`src/design/aes_config.svh`:
```
`ifndef AES_CONFIG_SVH
`define AES_CONFIG_SVH

// AES-128 block geometry
`define AES_BLOCK_W 128
`define AES_WORD_W 32      // One state column or key word
`define AES_BYTE_W 8

// Round structure
`define AES_NUM_ROUNDS 10
`define AES_CNT_W 4        // Enough for round index 0..10

`endif
```
`src/design/aes_pkg.sv`:
```
`default_nettype none
`include "aes_config.svh"

package aes_pkg;

  // State or round key, seen as columns or as bytes
  typedef union packed {
    logic [0:3][`AES_WORD_W-1:0]  col;    // col[0] is the leftmost word
    logic [0:15][`AES_BYTE_W-1:0] bytes;  // bytes[4*c+r] is row r of column c
  } aes_state_u;

  // Sequencer strobes, each one acts at the edge where it is high
  typedef struct packed {
    logic load;      // Capture ciphertext and key
    logic fwd_step;  // Key schedule one round forward
    logic bwd_step;  // Key schedule one round back
    logic first;     // Initial key addition
    logic round_en;  // Full inverse round
    logic last;      // Final round, no mix columns
  } aes_ctrl_t;

  typedef logic [`AES_BYTE_W-1:0] aes_rcon_t;

  // Multiply by x modulo the AES polynomial
  function automatic logic [`AES_BYTE_W-1:0] xtime(input logic [`AES_BYTE_W-1:0] a);
    return {a[6:0], 1'b0} ^ (8'h1b & {8{a[7]}});
  endfunction

  function automatic logic [`AES_BYTE_W-1:0] gf_mul(
    input logic [`AES_BYTE_W-1:0] a,
    input logic [`AES_BYTE_W-1:0] b
  );
    logic [`AES_BYTE_W-1:0] acc;
    logic [`AES_BYTE_W-1:0] sh;
    acc = '0;
    sh  = a;
    for (int i = 0; i < `AES_BYTE_W; i++) begin
      if (b[i]) begin
        acc = acc ^ sh;
      end
      sh = xtime(sh);
    end
    return acc;
  endfunction

  // Inverse as a^254, which also sends zero to zero
  function automatic logic [`AES_BYTE_W-1:0] gf_inv(input logic [`AES_BYTE_W-1:0] a);
    logic [`AES_BYTE_W-1:0] sq;
    logic [`AES_BYTE_W-1:0] res;
    sq  = a;
    res = 8'h01;
    for (int i = 0; i < 7; i++) begin
      sq  = gf_mul(sq, sq);   // a^2, a^4 ... a^128
      res = gf_mul(res, sq);
    end
    return res;
  endfunction

  function automatic logic [`AES_BYTE_W-1:0] rotl8(
    input logic [`AES_BYTE_W-1:0] x,
    input int                     n
  );
    return (x << n) | (x >> (`AES_BYTE_W - n));
  endfunction

  // Inversion followed by the affine map
  function automatic logic [`AES_BYTE_W-1:0] sbox_fwd(input logic [`AES_BYTE_W-1:0] a);
    logic [`AES_BYTE_W-1:0] v;
    v = gf_inv(a);
    return v ^ rotl8(v, 1) ^ rotl8(v, 2) ^ rotl8(v, 3) ^ rotl8(v, 4) ^ 8'h63;
  endfunction

  // Inverse affine map first, then the same inversion
  function automatic logic [`AES_BYTE_W-1:0] sbox_inv(input logic [`AES_BYTE_W-1:0] a);
    return gf_inv(rotl8(a, 1) ^ rotl8(a, 3) ^ rotl8(a, 6) ^ 8'h05);
  endfunction

  // Round constant x^(rnd-1), rnd counted from 1
  function automatic aes_rcon_t rcon_of(input logic [`AES_CNT_W-1:0] rnd);
    aes_rcon_t rc;
    rc = 8'h01;
    for (int i = 1; i < `AES_NUM_ROUNDS; i++) begin
      if (i < rnd) begin
        rc = xtime(rc);
      end
    end
    return rc;
  endfunction

endpackage

`default_nettype wire

```
`src/design/aes_result.sv`:
```
`timescale 1ns/100ps
`default_nettype none
`include "aes_config.svh"

module aes_result (
  input  logic                    clk,
  input  logic                    rst_n,
  input  aes_pkg::aes_ctrl_t      ctrl,
  input  aes_pkg::aes_state_u     next_state,
  output logic [`AES_BLOCK_W-1:0] plaintext,
  output logic                    done
);

  // Plaintext holds until the next block finishes
  always_ff @(posedge clk) begin
    if (!rst_n) begin
      plaintext <= '0;
      done      <= 1'b0;
    end else begin
      done <= ctrl.last;  // One pulse per block
      if (ctrl.last) begin
        plaintext <= next_state;
      end
    end
  end

  a_done_pulse: assert property (@(posedge clk) disable iff (!rst_n)
    done |=> !done);

endmodule

`default_nettype wire

```
`config.mk`:
```
export PLATFORM = sky130hd
export DESIGN_NAME = aes_result
export DESIGN_NICKNAME = d
export VERILOG_FILES = /design/src/design/aes_pkg.sv /design/src/design/aes_result.sv
export VERILOG_INCLUDE_DIRS = /design/src /design/src/design
export SDC_FILE = /design/constraint.sdc
export NUM_CORES = 1
export LEC_CHECK = 0
export BUFFER_PORTS_ARGS = -buffer_cell sky130_fd_sc_hd__buf_4
export CORE_ASPECT_RATIO = 1.2
export CORE_UTILIZATION = 46
export CTS_BUF_LIST = sky130_fd_sc_hd__clkbuf_4 sky130_fd_sc_hd__clkbuf_8
export CTS_CLUSTER_SIZE = 30
export DETAILED_ROUTE_END_ITERATION = 7
export PLACE_DENSITY = 0.81
export SYNTH_ARGS = -nofsm -noshare
export SYNTH_HDL_FRONTEND = slang
export SYNTH_SLANG_ARGS = --single-unit
```
`constraint.sdc`:
```
create_clock -name clk -period 0.91 [get_ports clk]
set_input_delay 0.091 -clock clk [delete_from_list [all_inputs] [get_ports clk]]
set_output_delay 0.091 -clock clk [all_outputs]
set_load 0.02 [all_outputs]
```
==> impl_metrics.py <==
metrics = {
    "critical_path": {
        "critPathMaxStageDelay_ps": 380,
        "worstPathRequired_ps": 820,
        "cp.arrival_ps": 960,
        "critPathKind": "reg -> out",
        "crit_slowest_cell": "dfxtp_2",
        "start_kind": "flip-flop",
        "crit_buf_inv": 1,
        "cp_top_family": "flip-flops",
        "crit_chain": "buf_6",
        "crit_fanout": 2,
        "critPathCaptureType": "output port",
    },
    "sta": {
        "slew_headroom": 0.802,
        "min_period_over_period": 1.15,
        "finClkSkew_ps": 0,
        "period_needed_ps": 1050,
        "setup_viol": 132,
        "worstMarginPinSlew_ps": 289,
        "setup_slack_ps": -139,
        "rsz0062_at_grt": "yes",
        "final_hold_viol_count": 0,
        "slew_violations": 0,
        "clock.fmax_mhz": 953,
    },
    "hold_path": {
        "hp-class": "in -> reg",
    },
    "die": {
        "io_pins": 265,
        "core_area_um2": 10500,
        "initial_utilization": 0.474,
        "rows": 41,
        "dieArea_um2": 11300,
        "chipWidth_um": 97.0,
        "die_y_um": 116,
    },
    "run_status": {
        "status": "finished with violations",
        "violations": "setup timing",
    },
    "place": {
        "gp_congestion": 0.753,
        "post-place-cells": 792,
        "dp_hpwl_um": 8880,
        "dpl_worst_slack_ps": -129,
        "port_buffers": 259,
    },
    "layout": {
        "layout_commonest_cell": "buf_4",
        "drive_gt1_frac": 0.551,
        "fillers": 327,
        "area_growth_pct": 92.7,
        "seq_area_um2": 2740,
        "final_cell_mix": "173 x buf_4, 130 x buf_6, 129 x dfxtp_2, 128 x nor2b_1, 128 x dlygate4sd3_1",
        "nets": 979,
        "final-instance-count-excl-fill": 986,
        "multi_input_area_um2": 2100,
    },
    "routing": {
        "routedWlPerCell_um": 21.5,
        "wl_met3_um": 1580,
        "first_pass_iters": 4,
        "vias": 5004,
        "drc_errors": 0,
        "drtIter0Drc": 301,
        "met2_length_um": 11100,
        "highest_layer": "met4",
        "drt-total-wl_um": 21200,
        "wl_met1_um": 7360,
        "routed_via_density": 5.08,
        "ant_nets": 0,
    },
    "pwr": {
        "swShare": 0.283,
        "p_sw_mw": 4.23,
        "p_leak_nw": 4.53,
        "p_comb_frac": 0.224,
        "p_int_mw": 10.7,
        "peakVddDrop_mv": 1.12,
        "p_clk_frac": 0.351,
        "p_per_area_nw_per_um2": 1550,
        "p_seq_frac": 0.425,
    },
    "clock_network": {
        "clk_pin_slew_ps": 90,
        "cts_buffer_depth": 2,
        "clock-root-buffer": "clkbuf_8",
        "htreeDepth": 4,
        "clk_latency_ps": 450,
        "cts.sinks": 129,
        "cts_tree": "yes",
        "cts_buffers": 17,
    },
    "grt": {
        "grt_max_degree": 41,
        "grt_pass1_wl_um": 28600,
        "track_usage": 0.336,
        "grt_pass1_vias": 5394,
        "antenna_found_initial": 1,
        "overflow": 0,
    },
    "synth": {
        "yosys.cell_types.count": 10,
        "synth_area_um2": 4990,
        "ys.warnings.count": 0,
        "netlist_instances": 415,
        "synthesis.nets": 551,
        "ys_ff_latch": 129,
        "yosysSeqAreaShare": 0.518,
        "synth_area_per_cell_um2": 12.0,
    },
    "flow_run": {
        "cap_violations": 0,
    },
}
## repair_timing
item,CTS,global route
hold endpoints to repair,128,0
hold buffers,128,0
gates resized for setup,258,2
pin swaps,0,0
setup buffers,10,23
setup endpoints to repair,129,130
## synth_stat cells, drive strengths merged
| library cell | n | area [µm²] |
|---|---|---|
| and2 | 1 | 6.26 |
| buf | 16 | 266 |
| clkbuf | 13 | 48.8 |
| dfxtp | 129 | 2580 |
| mux2i | 128 | 1280 |
| nor2b | 128 | 801 |
## routing by layer
metal,vias up,global-route usage
met4,0,0.199
met5,-,0
met2,315,0.629
li1,2225,-
met1,2378,0.335
met3,86,0.0899
## worst paths after layout
kind | end | depth (start not counted) | slack [ps] | startpoint
worst max-delay path | plaintext[56] | 1 | -140 | plaintext[56]
worst min-delay path | plaintext[94] | 3 | 70 | ctrl[0]
worst max register to register | plaintext[29] | 3 | -30 | plaintext[29]
worst min register to register | plaintext[98] | 2 | 520 | plaintext[98]
## stage by stage
stage	utilization	hold WS, ps	cell area, µm²	TNS (ps)	power (mW)
global route	0.914	64.0	9610	-14890	15.4
detailed placement	0.666	355	7000	-2560	8.61
CTS	0.896	34.5	9420	-10870	14.5
floorplan	-	260	4990	0	7.52
global placement	0.666	346	7000	-267	8.54
finish	0.914	68.7	9610	-11470	14.9
## state kept, by name, indices dropped and copies added, names as in the netlist
| register | cells |
|---|---|
| done | 1 |
| plaintext | 128 |
## logic make-up after synthesis
logic type | Yosys count | share of synthesized area
flops | 129 | 0.518
simple gates | 129 | 0.162
mux | 128 | 0.257
buf+inv | 29 | 0.0632
## power by group through the flow
| stage | clock network, mW | logic (mW) | registers [mW] |
|---|---|---|---|
| after floorplan | 0 | 0.839 | 6.68 |
| after detailed placement | 0 | 2.32 | 6.29 |
| after global routing | 5.53 | 3.46 | 6.38 |
| final | 5.25 | 3.34 | 6.35 |
| after CTS | 5.18 | 3.02 | 6.29 |
| after global placement | 0 | 2.27 | 6.27 |
## area by class of cell
cell class              instances  share of cell area
repair buffers                438               0.435
flip-flops and latches        129               0.286
well taps                     129              0.0168
clock inverters                15              0.0191
multi-input cells             257               0.219
diodes                          1            0.000260
clock buffers                  17              0.0243
Note: power is estimated with default switching activity, not from simulation.
