--- config.mk ---
export PLATFORM = sky130hd
export DESIGN_NAME = aes_round_ctrl
export DESIGN_NICKNAME = d
export VERILOG_FILES = /design/src/design/aes_pkg.sv /design/src/design/aes_round_ctrl.sv
export VERILOG_INCLUDE_DIRS = /design/src /design/src/design
export SDC_FILE = /design/constraint.sdc
export NUM_CORES = 1
export LEC_CHECK = 0
export BUFFER_PORTS_ARGS = -buffer_cell sky130_fd_sc_hd__buf_4
export CORE_MARGIN = 2
export CORE_UTILIZATION = 39
export CTS_CLUSTER_SIZE = 28
export DETAILED_ROUTE_END_ITERATION = 6
export PLACE_DENSITY_LB_ADDON = 0.15
export SLEW_MARGIN = 20
export SYNTH_ARGS = -nofsm -noshare
export SYNTH_HDL_FRONTEND = slang
export SYNTH_SLANG_ARGS = --single-unit
--- constraint.sdc ---
create_clock -name clk -period 3.45 [get_ports clk]
set_clock_uncertainty 0.2 [all_clocks]
set_input_delay 0.345 -clock clk [delete_from_list [all_inputs] [get_ports clk]]
set_output_delay 0.345 -clock clk [all_outputs]
set_load 0.01 [all_outputs]
--- src/design/aes_config.svh ---
`ifndef AES_CONFIG_SVH
`define AES_CONFIG_SVH

// AES-128 block geometry
`define AES_BLOCK_W 128
`define AES_WORD_W 32      // One state column or key word
`define AES_BYTE_W 8

// Round structure
`define AES_NUM_ROUNDS 10
`define AES_CNT_W 4        // Enough for round index 0..10

`endif
--- src/design/aes_pkg.sv ---
`default_nettype none
`include "aes_config.svh"

package aes_pkg;

  // State or round key, seen as columns or as bytes
  typedef union packed {
    logic [0:3][`AES_WORD_W-1:0]  col;    // col[0] is the leftmost word
    logic [0:15][`AES_BYTE_W-1:0] bytes;  // bytes[4*c+r] is row r of column c
  } aes_state_u;

  // Sequencer strobes, each one acts at the edge where it is high
  typedef struct packed {
    logic load;      // Capture ciphertext and key
    logic fwd_step;  // Key schedule one round forward
    logic bwd_step;  // Key schedule one round back
    logic first;     // Initial key addition
    logic round_en;  // Full inverse round
    logic last;      // Final round, no mix columns
  } aes_ctrl_t;

  typedef logic [`AES_BYTE_W-1:0] aes_rcon_t;

  // Multiply by x modulo the AES polynomial
  function automatic logic [`AES_BYTE_W-1:0] xtime(input logic [`AES_BYTE_W-1:0] a);
    return {a[6:0], 1'b0} ^ (8'h1b & {8{a[7]}});
  endfunction

  function automatic logic [`AES_BYTE_W-1:0] gf_mul(
    input logic [`AES_BYTE_W-1:0] a,
    input logic [`AES_BYTE_W-1:0] b
  );
    logic [`AES_BYTE_W-1:0] acc;
    logic [`AES_BYTE_W-1:0] sh;
    acc = '0;
    sh  = a;
    for (int i = 0; i < `AES_BYTE_W; i++) begin
      if (b[i]) begin
        acc = acc ^ sh;
      end
      sh = xtime(sh);
    end
    return acc;
  endfunction

  // Inverse as a^254, which also sends zero to zero
  function automatic logic [`AES_BYTE_W-1:0] gf_inv(input logic [`AES_BYTE_W-1:0] a);
    logic [`AES_BYTE_W-1:0] sq;
    logic [`AES_BYTE_W-1:0] res;
    sq  = a;
    res = 8'h01;
    for (int i = 0; i < 7; i++) begin
      sq  = gf_mul(sq, sq);   // a^2, a^4 ... a^128
      res = gf_mul(res, sq);
    end
    return res;
  endfunction

  function automatic logic [`AES_BYTE_W-1:0] rotl8(
    input logic [`AES_BYTE_W-1:0] x,
    input int                     n
  );
    return (x << n) | (x >> (`AES_BYTE_W - n));
  endfunction

  // Inversion followed by the affine map
  function automatic logic [`AES_BYTE_W-1:0] sbox_fwd(input logic [`AES_BYTE_W-1:0] a);
    logic [`AES_BYTE_W-1:0] v;
    v = gf_inv(a);
    return v ^ rotl8(v, 1) ^ rotl8(v, 2) ^ rotl8(v, 3) ^ rotl8(v, 4) ^ 8'h63;
  endfunction

  // Inverse affine map first, then the same inversion
  function automatic logic [`AES_BYTE_W-1:0] sbox_inv(input logic [`AES_BYTE_W-1:0] a);
    return gf_inv(rotl8(a, 1) ^ rotl8(a, 3) ^ rotl8(a, 6) ^ 8'h05);
  endfunction

  // Round constant x^(rnd-1), rnd counted from 1
  function automatic aes_rcon_t rcon_of(input logic [`AES_CNT_W-1:0] rnd);
    aes_rcon_t rc;
    rc = 8'h01;
    for (int i = 1; i < `AES_NUM_ROUNDS; i++) begin
      if (i < rnd) begin
        rc = xtime(rc);
      end
    end
    return rc;
  endfunction

endpackage

`default_nettype wire

--- src/design/aes_round_ctrl.sv ---
`timescale 1ns/100ps
`default_nettype none
`include "aes_config.svh"

module aes_round_ctrl (
  input  logic               clk,
  input  logic               rst_n,
  input  logic               start,
  output aes_pkg::aes_ctrl_t ctrl,
  output logic               busy
);

  localparam logic [1:0] PH_IDLE    = 2'd0;
  localparam logic [1:0] PH_EXPAND  = 2'd1;  // Key schedule runs forward
  localparam logic [1:0] PH_DECRYPT = 2'd2;  // Rounds with the key walking back

  localparam logic [`AES_CNT_W-1:0] LAST_CNT = `AES_CNT_W'(`AES_NUM_ROUNDS);
  localparam logic [`AES_CNT_W-1:0] EXP_END  = `AES_CNT_W'(`AES_NUM_ROUNDS - 1);

  logic [1:0]            phase;
  logic [`AES_CNT_W-1:0] cnt;

  always_ff @(posedge clk) begin
    if (!rst_n) begin
      phase <= PH_IDLE;
      cnt   <= '0;
    end else begin
      case (phase)
        PH_IDLE: begin
          if (start) begin
            phase <= PH_EXPAND;
            cnt   <= '0;
          end
        end
        PH_EXPAND: begin
          if (cnt == EXP_END) begin  // Tenth forward step
            phase <= PH_DECRYPT;
            cnt   <= '0;
          end else begin
            cnt <= cnt + 1'b1;
          end
        end
        PH_DECRYPT: begin
          if (cnt == LAST_CNT) begin
            phase <= PH_IDLE;
          end else begin
            cnt <= cnt + 1'b1;
          end
        end
        default: phase <= PH_IDLE;
      endcase
    end
  end

  // cnt 0 is the key addition, 1..9 full rounds, 10 the final round
  always_comb begin
    ctrl          = '0;
    ctrl.load     = (phase == PH_IDLE) && start;
    ctrl.fwd_step = (phase == PH_EXPAND);
    ctrl.bwd_step = (phase == PH_DECRYPT) && (cnt != LAST_CNT);
    ctrl.first    = (phase == PH_DECRYPT) && (cnt == '0);
    ctrl.round_en = (phase == PH_DECRYPT) && (cnt != '0) && (cnt != LAST_CNT);
    ctrl.last     = (phase == PH_DECRYPT) && (cnt == LAST_CNT);
  end

  assign busy = (phase != PH_IDLE);

  // Rounds run unbroken from the key addition to the final round
  a_round_order: assert property (@(posedge clk) disable iff (!rst_n)
    (ctrl.first || ctrl.round_en) |=> (ctrl.round_en || ctrl.last));

  a_last_idle: assert property (@(posedge clk) disable iff (!rst_n)
    ctrl.last |=> !busy);

endmodule

`default_nettype wire

==> results of run 1 <==
## registers in the layout (all words and copies together), names as in the netlist
signal and flops:
cnt 4, phase 2
## worst min-delay path by stage
stage | startpoint | to | slack [ns]
global route | rst_n | phase[1] | 0.23
detailed placement | phase[1] | phase[1] | 0.28
finish | rst_n | phase[1] | 0.23
floorplan | phase[1] | phase[1] | 0.25
global placement | phase[0] | phase[0] | 0.27
CTS | rst_n | phase[1] | 0.22
## power by group
part / switching, mW / total (mW) / internal [mW]
Sequential: 0.00907 / 0.0897 / 0.0807
Combinational: 0.118 / 0.221 / 0.104
Clock: 0.0217 / 0.0608 / 0.0391
Total: 0.148 / 0.372 / 0.223
## worst max-delay path, cell delays in order (launching register included)
cell      delay, ns
dfxtp_1        0.40
inv_1          0.09
ha_1           0.24
nand3b_1       0.10
and2_1         0.14
a21boi_0       0.18
buf_4          0.14
## kinds of logic (layout without fill, tap and decap cells)
family / count (synthesis) / after routing
AND/OR/NAND/NOR: 26 / 26
AO/OA/AOI/OAI: 12 / 12
flip-flops: 6 / 6
adder cells (fa/ha/maj): 8 / 8
multiplexers: 1 / 1
buffers and inverters: 6 / 17
## routing by layer
| metal | global-route usage, % | share of wire, % |
|---|---|---|
| met1 | 21.3 | 52 |
| met2 | 20.2 | 46 |
| met3 | 1.67 | 2.6 |
| met4 | 10.0 | 0 |
| met5 | 0 | 0 |
## per-stage QoR
stage	total power [mW]	hold slack, ns	util (%)
2_1_floorplan	0.251	0.253	-
3_3_place_gp	0.316	0.268	46.7
3_5_place_dp	0.313	0.279	46.7
4_1_cts	0.378	0.221	48.5
5_1_grt	0.413	0.229	48.5
6_report	0.372	0.225	48.5
## synthesized netlist by cell type
library cell	n
o31a_2	1
and3_1	1
buf_2	1
nand3b_1	3
inv_1	5
a21boi_0	1
nand2b_1	1
o22ai_1	2
dfxtp_1	6
nand2_2	1
a21boi_1	1
o21ai_0	3
a21oi_1	1
o211a_1	1
nor2_1	2
nand3_1	4
mux2i_1	1
nor2b_1	2
nand2_1	5
and4bb_2	1
o32ai_2	1
ha_1	8
nor3_1	2
and2_1	2
a221oi_1	1
and4b_4	1
nor3_4	1
## area by class of cell
class | instances | area, sq um
clock buffer | 3 | 22.5
timing repair buffer | 9 | 67.6
fill | 126 | 653
multi-input combinational | 47 | 368
inverter | 5 | 18.8
sequential | 6 | 120
tap | 15 | 18.8
==> metrics.txt, run 1 <==
crit path DAT approximately 1.5 ns; Req. time, crit path around 2.9 ns; Post-DP Area just under 600 sq um; synthesis-stage register bit count 6; ratio of cells with drive above 1 in the final layout between 20% and 30%; initial antenna violation count 0; HPWL Detailed 749 um; Final GP Congestion 0.780; fin cells 85; Ys Warns 0; PortBufs 9; kind of critical path register to output port; dpl cells 82; drt via density around 5.0; crit path from cnt[0]; reg2reg path depth 6; clk sink count 6; DR iter-0 viols 8; Setup crit start kind register; period utilisation layout between 60% and 70%; largest net degree at the start of global routing 12; Mapped Nets 70; area delta synth->final 20.3%; Clk pin slew, worst setup/hold paths approximately 0.04 ns; layout net count 83; post-route minimum period approximately 2.1 ns; most common cell after layout, fill and taps aside buf_4; maximum vdd drop about 0.25 mV; Rows 13; total negative slack 0 ns; Syn Inst Count 59; crit path to ctrl[1]; 1st-pass router iterations 2; Post-Synth Simple-Gate Area between 30 and 40%; detailed-route wire length 889 um; Die ar. roughly 1600 sq um; pre-CTS setup slack between 1.5 and 2 ns; Synth Area in Compound Gates 18.1%; RR Startpoint phase[0]; Worst-Skew Late Latency 0.23 ns; Final WS setup roughly 1.4 ns; RSZ-0062 raised after global routing no; first-pass GRT wire length around 1600 um; Max-cap violations 0; final max-slew violation count 0; post-CTS setup buffer count 0; core area ~1300 sq um; Fmax 482 MHz; xor and xnor area share after synthesis 0%; Num CTS Buffers 3; die width 40.2 um; synth unique cells 27; CTS Buffer Depth 2; Root Buffer clkbuf_4; endpoint type of the worst setup path output port; initial core utilization 40.3%; Max FO, Critical Path 6; residual DRC count 0; Cell Area, Synth 512 sq um; CTS tree built; H-tree depth 1; WL per Instance roughly 10 um; vias in the first global route 360; Vias 428; # IOs 10; post-cts resize count 0; Die Ht just over 40 um; worst slew pin tran about 0.54 ns; capturing point of the worst reg2reg path cnt[3]; Yosys top cell area share 23.5%; worst min path class input port to register; Pleak between 0.2 and 0.3 nW; cts hold-fix bufs 0; Antenna Cells 0; Mapped Avg Cell Area ~8.7 sq um; grt ovf 0; Antenna Nets Post-Route 0; Synth Area in Adders between 10% and 20%; worst hold stages 3; P per Cell Area between 600 and 700 nW/um^2; largest cells by area after synthesis dfxtp_1, ha_1, nand3b_1; post-synthesis mux area share just under 2%; Design Area, Final ~620 sq um; # setup viols final 0; most frequent cells in the layout buf_4, ha_1, dfxtp_1, inv_1, nand2_1; status finished, final reports clean; largest family of logic cells by synthesized area simple AND/OR/NAND/NOR gates; GRT Util Overall around 15%; reg2reg setup slack ~1.6 ns; Seq/Total Area, Yosys between 20% and 30%; Slew headroom a little under two thirds; final hold vios 0; post-synth top area cell dfxtp_1
(Power assumes the default switching activity.)
==> run 2: changes to the inputs <==
--- a/config.mk
+++ b/config.mk
@@ -6,6 +6,7 @@
 export SDC_FILE = /design/constraint.sdc
 export NUM_CORES = 1
 export LEC_CHECK = 0
+export ABC_AREA = 1
 export BUFFER_PORTS_ARGS = -buffer_cell sky130_fd_sc_hd__buf_4
 export CORE_MARGIN = 2
 export CORE_UTILIZATION = 39
==> constraint.sdc (replaced) <==
create_clock -name clk -period 2.1 [get_ports clk]
set_clock_uncertainty 0.2 [all_clocks]
set_input_delay 0.21 -clock clk [delete_from_list [all_inputs] [get_ports clk]]
set_output_delay 0.21 -clock clk [all_outputs]
set_load 0.01 [all_outputs]
==> run 2 against run 1 <==
Compared with the run above: total power increased by 82%; die area increased by 2.4%; sequential share of layout area decreased by 0.58 points; final cell count increased by 24%; clock power increased by 66%; non-clock buffer count unchanged; largest power group unchanged; routed wire length increased by 13%; combinational power increased by 92%; final area increased by 3.0%; critical path depth unchanged.
==> metrics.txt, run 2 <==
vias in the first global route 420; Slew headroom between 80% and 90%; Mapped Nets just under 90; grt ovf 0; Met2 Wirelength between 400 and 500 um; Num CTS Buffers 3; WL per Instance around 9.6 um; dpl cells just over 100; 1st-pass router iterations 3; # IOs 10; die width approximately 41 um; Fmax between 500 and 600 MHz; Vias 501; CTS tree built; Rows 13; Cell Area, Synth between 500 and 600 sq um; status finished, final reports clean; initial core utilization about two fifths; residual DRC count 0; Max-cap violations 0; Ys Warns 0; post-cts resize count 0; final max-slew violation count 0; area delta synth->final 20.7%; initial antenna violation count 0; endpoint type of the worst setup path output port; # setup viols final 0; met3 wire length about 28 um; clk sink count 6; max reg flops 4; Post-Route M1 WL a little over 500 um; Antenna Cells 0; reg2reg setup slack approximately 0.54 ns; synthesis-stage register bit count 6; highest metal used met4; most frequent cells in the layout nand2_1, inv_1, buf_4, nand3_1, ha_1; Commonest cells post-synth nand2_1, inv_1, ha_1, nand3_1; worst min path class input port to register; P per Cell Area between 1000 and 1500 nW/um^2; Clk pin slew, worst setup/hold paths ~0.04 ns; maximum vdd drop roughly 0.48 mV; total negative slack 0 ns; register with the most flip-flops cnt; period utilisation layout 90.2%; fin cells 105; footprint of the multi-input gates 345 sq um; HPWL Detailed 853 um; Mapped Avg Cell Area 6.74 sq um; crit path from cnt[0]; Yosys top cell area share between 20% and 30%; GRT Util Overall 15.7%; crit path to ctrl[1]; most common cell after layout, fill and taps aside nand2_1; kind of critical path register to output port; capturing point of the worst reg2reg path cnt[2]; cts hold-fix bufs 0; Die Ht between 40 and 50 um; Seq/Total Area, Yosys 22.9%; FF+latch area about 120 sq um; largest net degree at the start of global routing 7; core area 1280 sq um; Die ar. between 1500 and 2000 sq um; Post-synth EDFFs 0; ratio of cells with drive above 1 in the final layout between 20% and 30%; post-synth top area cell dfxtp_1; Root Buffer clkbuf_4; synth unique cells 16; post-CTS setup buffer count 0; FFs w/ async S/R, synth 0%; PortBufs 9; drt via density ~4.8; worst hold stages 3; post-route minimum period between 1.5 and 2 ns; DR iter-0 viols 6; Antenna Nets Post-Route 0; Setup crit start kind register; crit path DAT ~1.5 ns; Worst-Skew Late Latency ~0.24 ns; RR Startpoint cnt[0]; Req. time, crit path 1.69 ns; detailed-route wire length between 1000 and 1500 um; reg2reg path depth 6; worst slew pin tran 0.263 ns; final hold vios 0; # fillers 135; Synth Flop Type dfxtp_1; Syn Inst Count slightly below 80; CTS Buffer Depth 2; Max FO, Critical Path 5; first-pass GRT wire length approximately 1700 um; Regs by FF count cnt: 4 flops, phase: 2 flops; Final GP Congestion between 0.8 and 0.9; largest cells by area after synthesis dfxtp_1, ha_1, nand2_1; most instantiated library cell after synthesis nand2_1; RSZ-0062 raised after global routing no; layout net count ~100; H-tree depth 1; Pleak between 0.3 and 0.4 nW
==> run 2: where the power goes <==
| group | switching [mW] | internal (mW) | leakage, nW |
|---|---|---|---|
| combinational | 0.255 | 0.170 | 0.284 |
| sequential | 0.0151 | 0.135 | 0.0488 |
| clock | 0.0368 | 0.0643 | 0.0138 |
| total | 0.306 | 0.369 | 0.347 |
==> run 2: layer usage <==
metal,vias up,global-route usage [%]
li1,276,-
met1,217,19.6
met2,6,24.2
met3,2,3.26
met4,0,10.0
met5,-,0
==> run 2: final cells by class <==
type                    count  share of cell area [%]
clock buffers               3                    3.55
inverters                  16                    9.47
multi-input cells          56                    54.4
flip-flops and latches      6                    18.9
well taps                  15                    2.96
repair buffers              9                    10.7
==> run 2: critical path, stage by stage, from the launching register on <==
cell	delay, ns
dfxtp_1	0.39
inv_1	0.11
ha_1	0.24
nand3_1	0.09
nand2_1	0.12
a31oi_1	0.16
buf_4	0.14
==> run 2: worst min path at each step <==
stage | endpoint | from
final | phase[0] | rst_n
after global routing | phase[0] | rst_n
after CTS | phase[0] | rst_n
after detailed placement | phase[1] | phase[1]
after global placement | phase[1] | phase[1]
after floorplan | phase[0] | rst_n
==> run 2: cells by family (layout without fill, tap and decap cells) <==
| logic type | after synthesis | count (layout) | synth area share (%) |
|---|---|---|---|
| simple gates | 40 | 40 | 38.8 |
| buf+inv | 16 | 28 | 11.4 |
| fa+ha+maj | 8 | 8 | 19.0 |
| compound gates | 8 | 8 | 7.86 |
| flops | 6 | 6 | 22.9 |
==> run 2: per-stage QoR <==
stage	worst slack (ns)	hold WS (ns)	area, sq um	utilization, %	total power [mW]
final	0.205	0.0400	634	49.4	0.675
after global routing	0.0549	0.0377	634	49.4	0.757
after CTS	0.188	0.0344	634	49.4	0.687
after detailed placement	0.455	0.276	612	47.6	0.580
after global placement	0.505	0.274	612	47.6	0.587
after floorplan	0.581	0.130	526	-	0.465
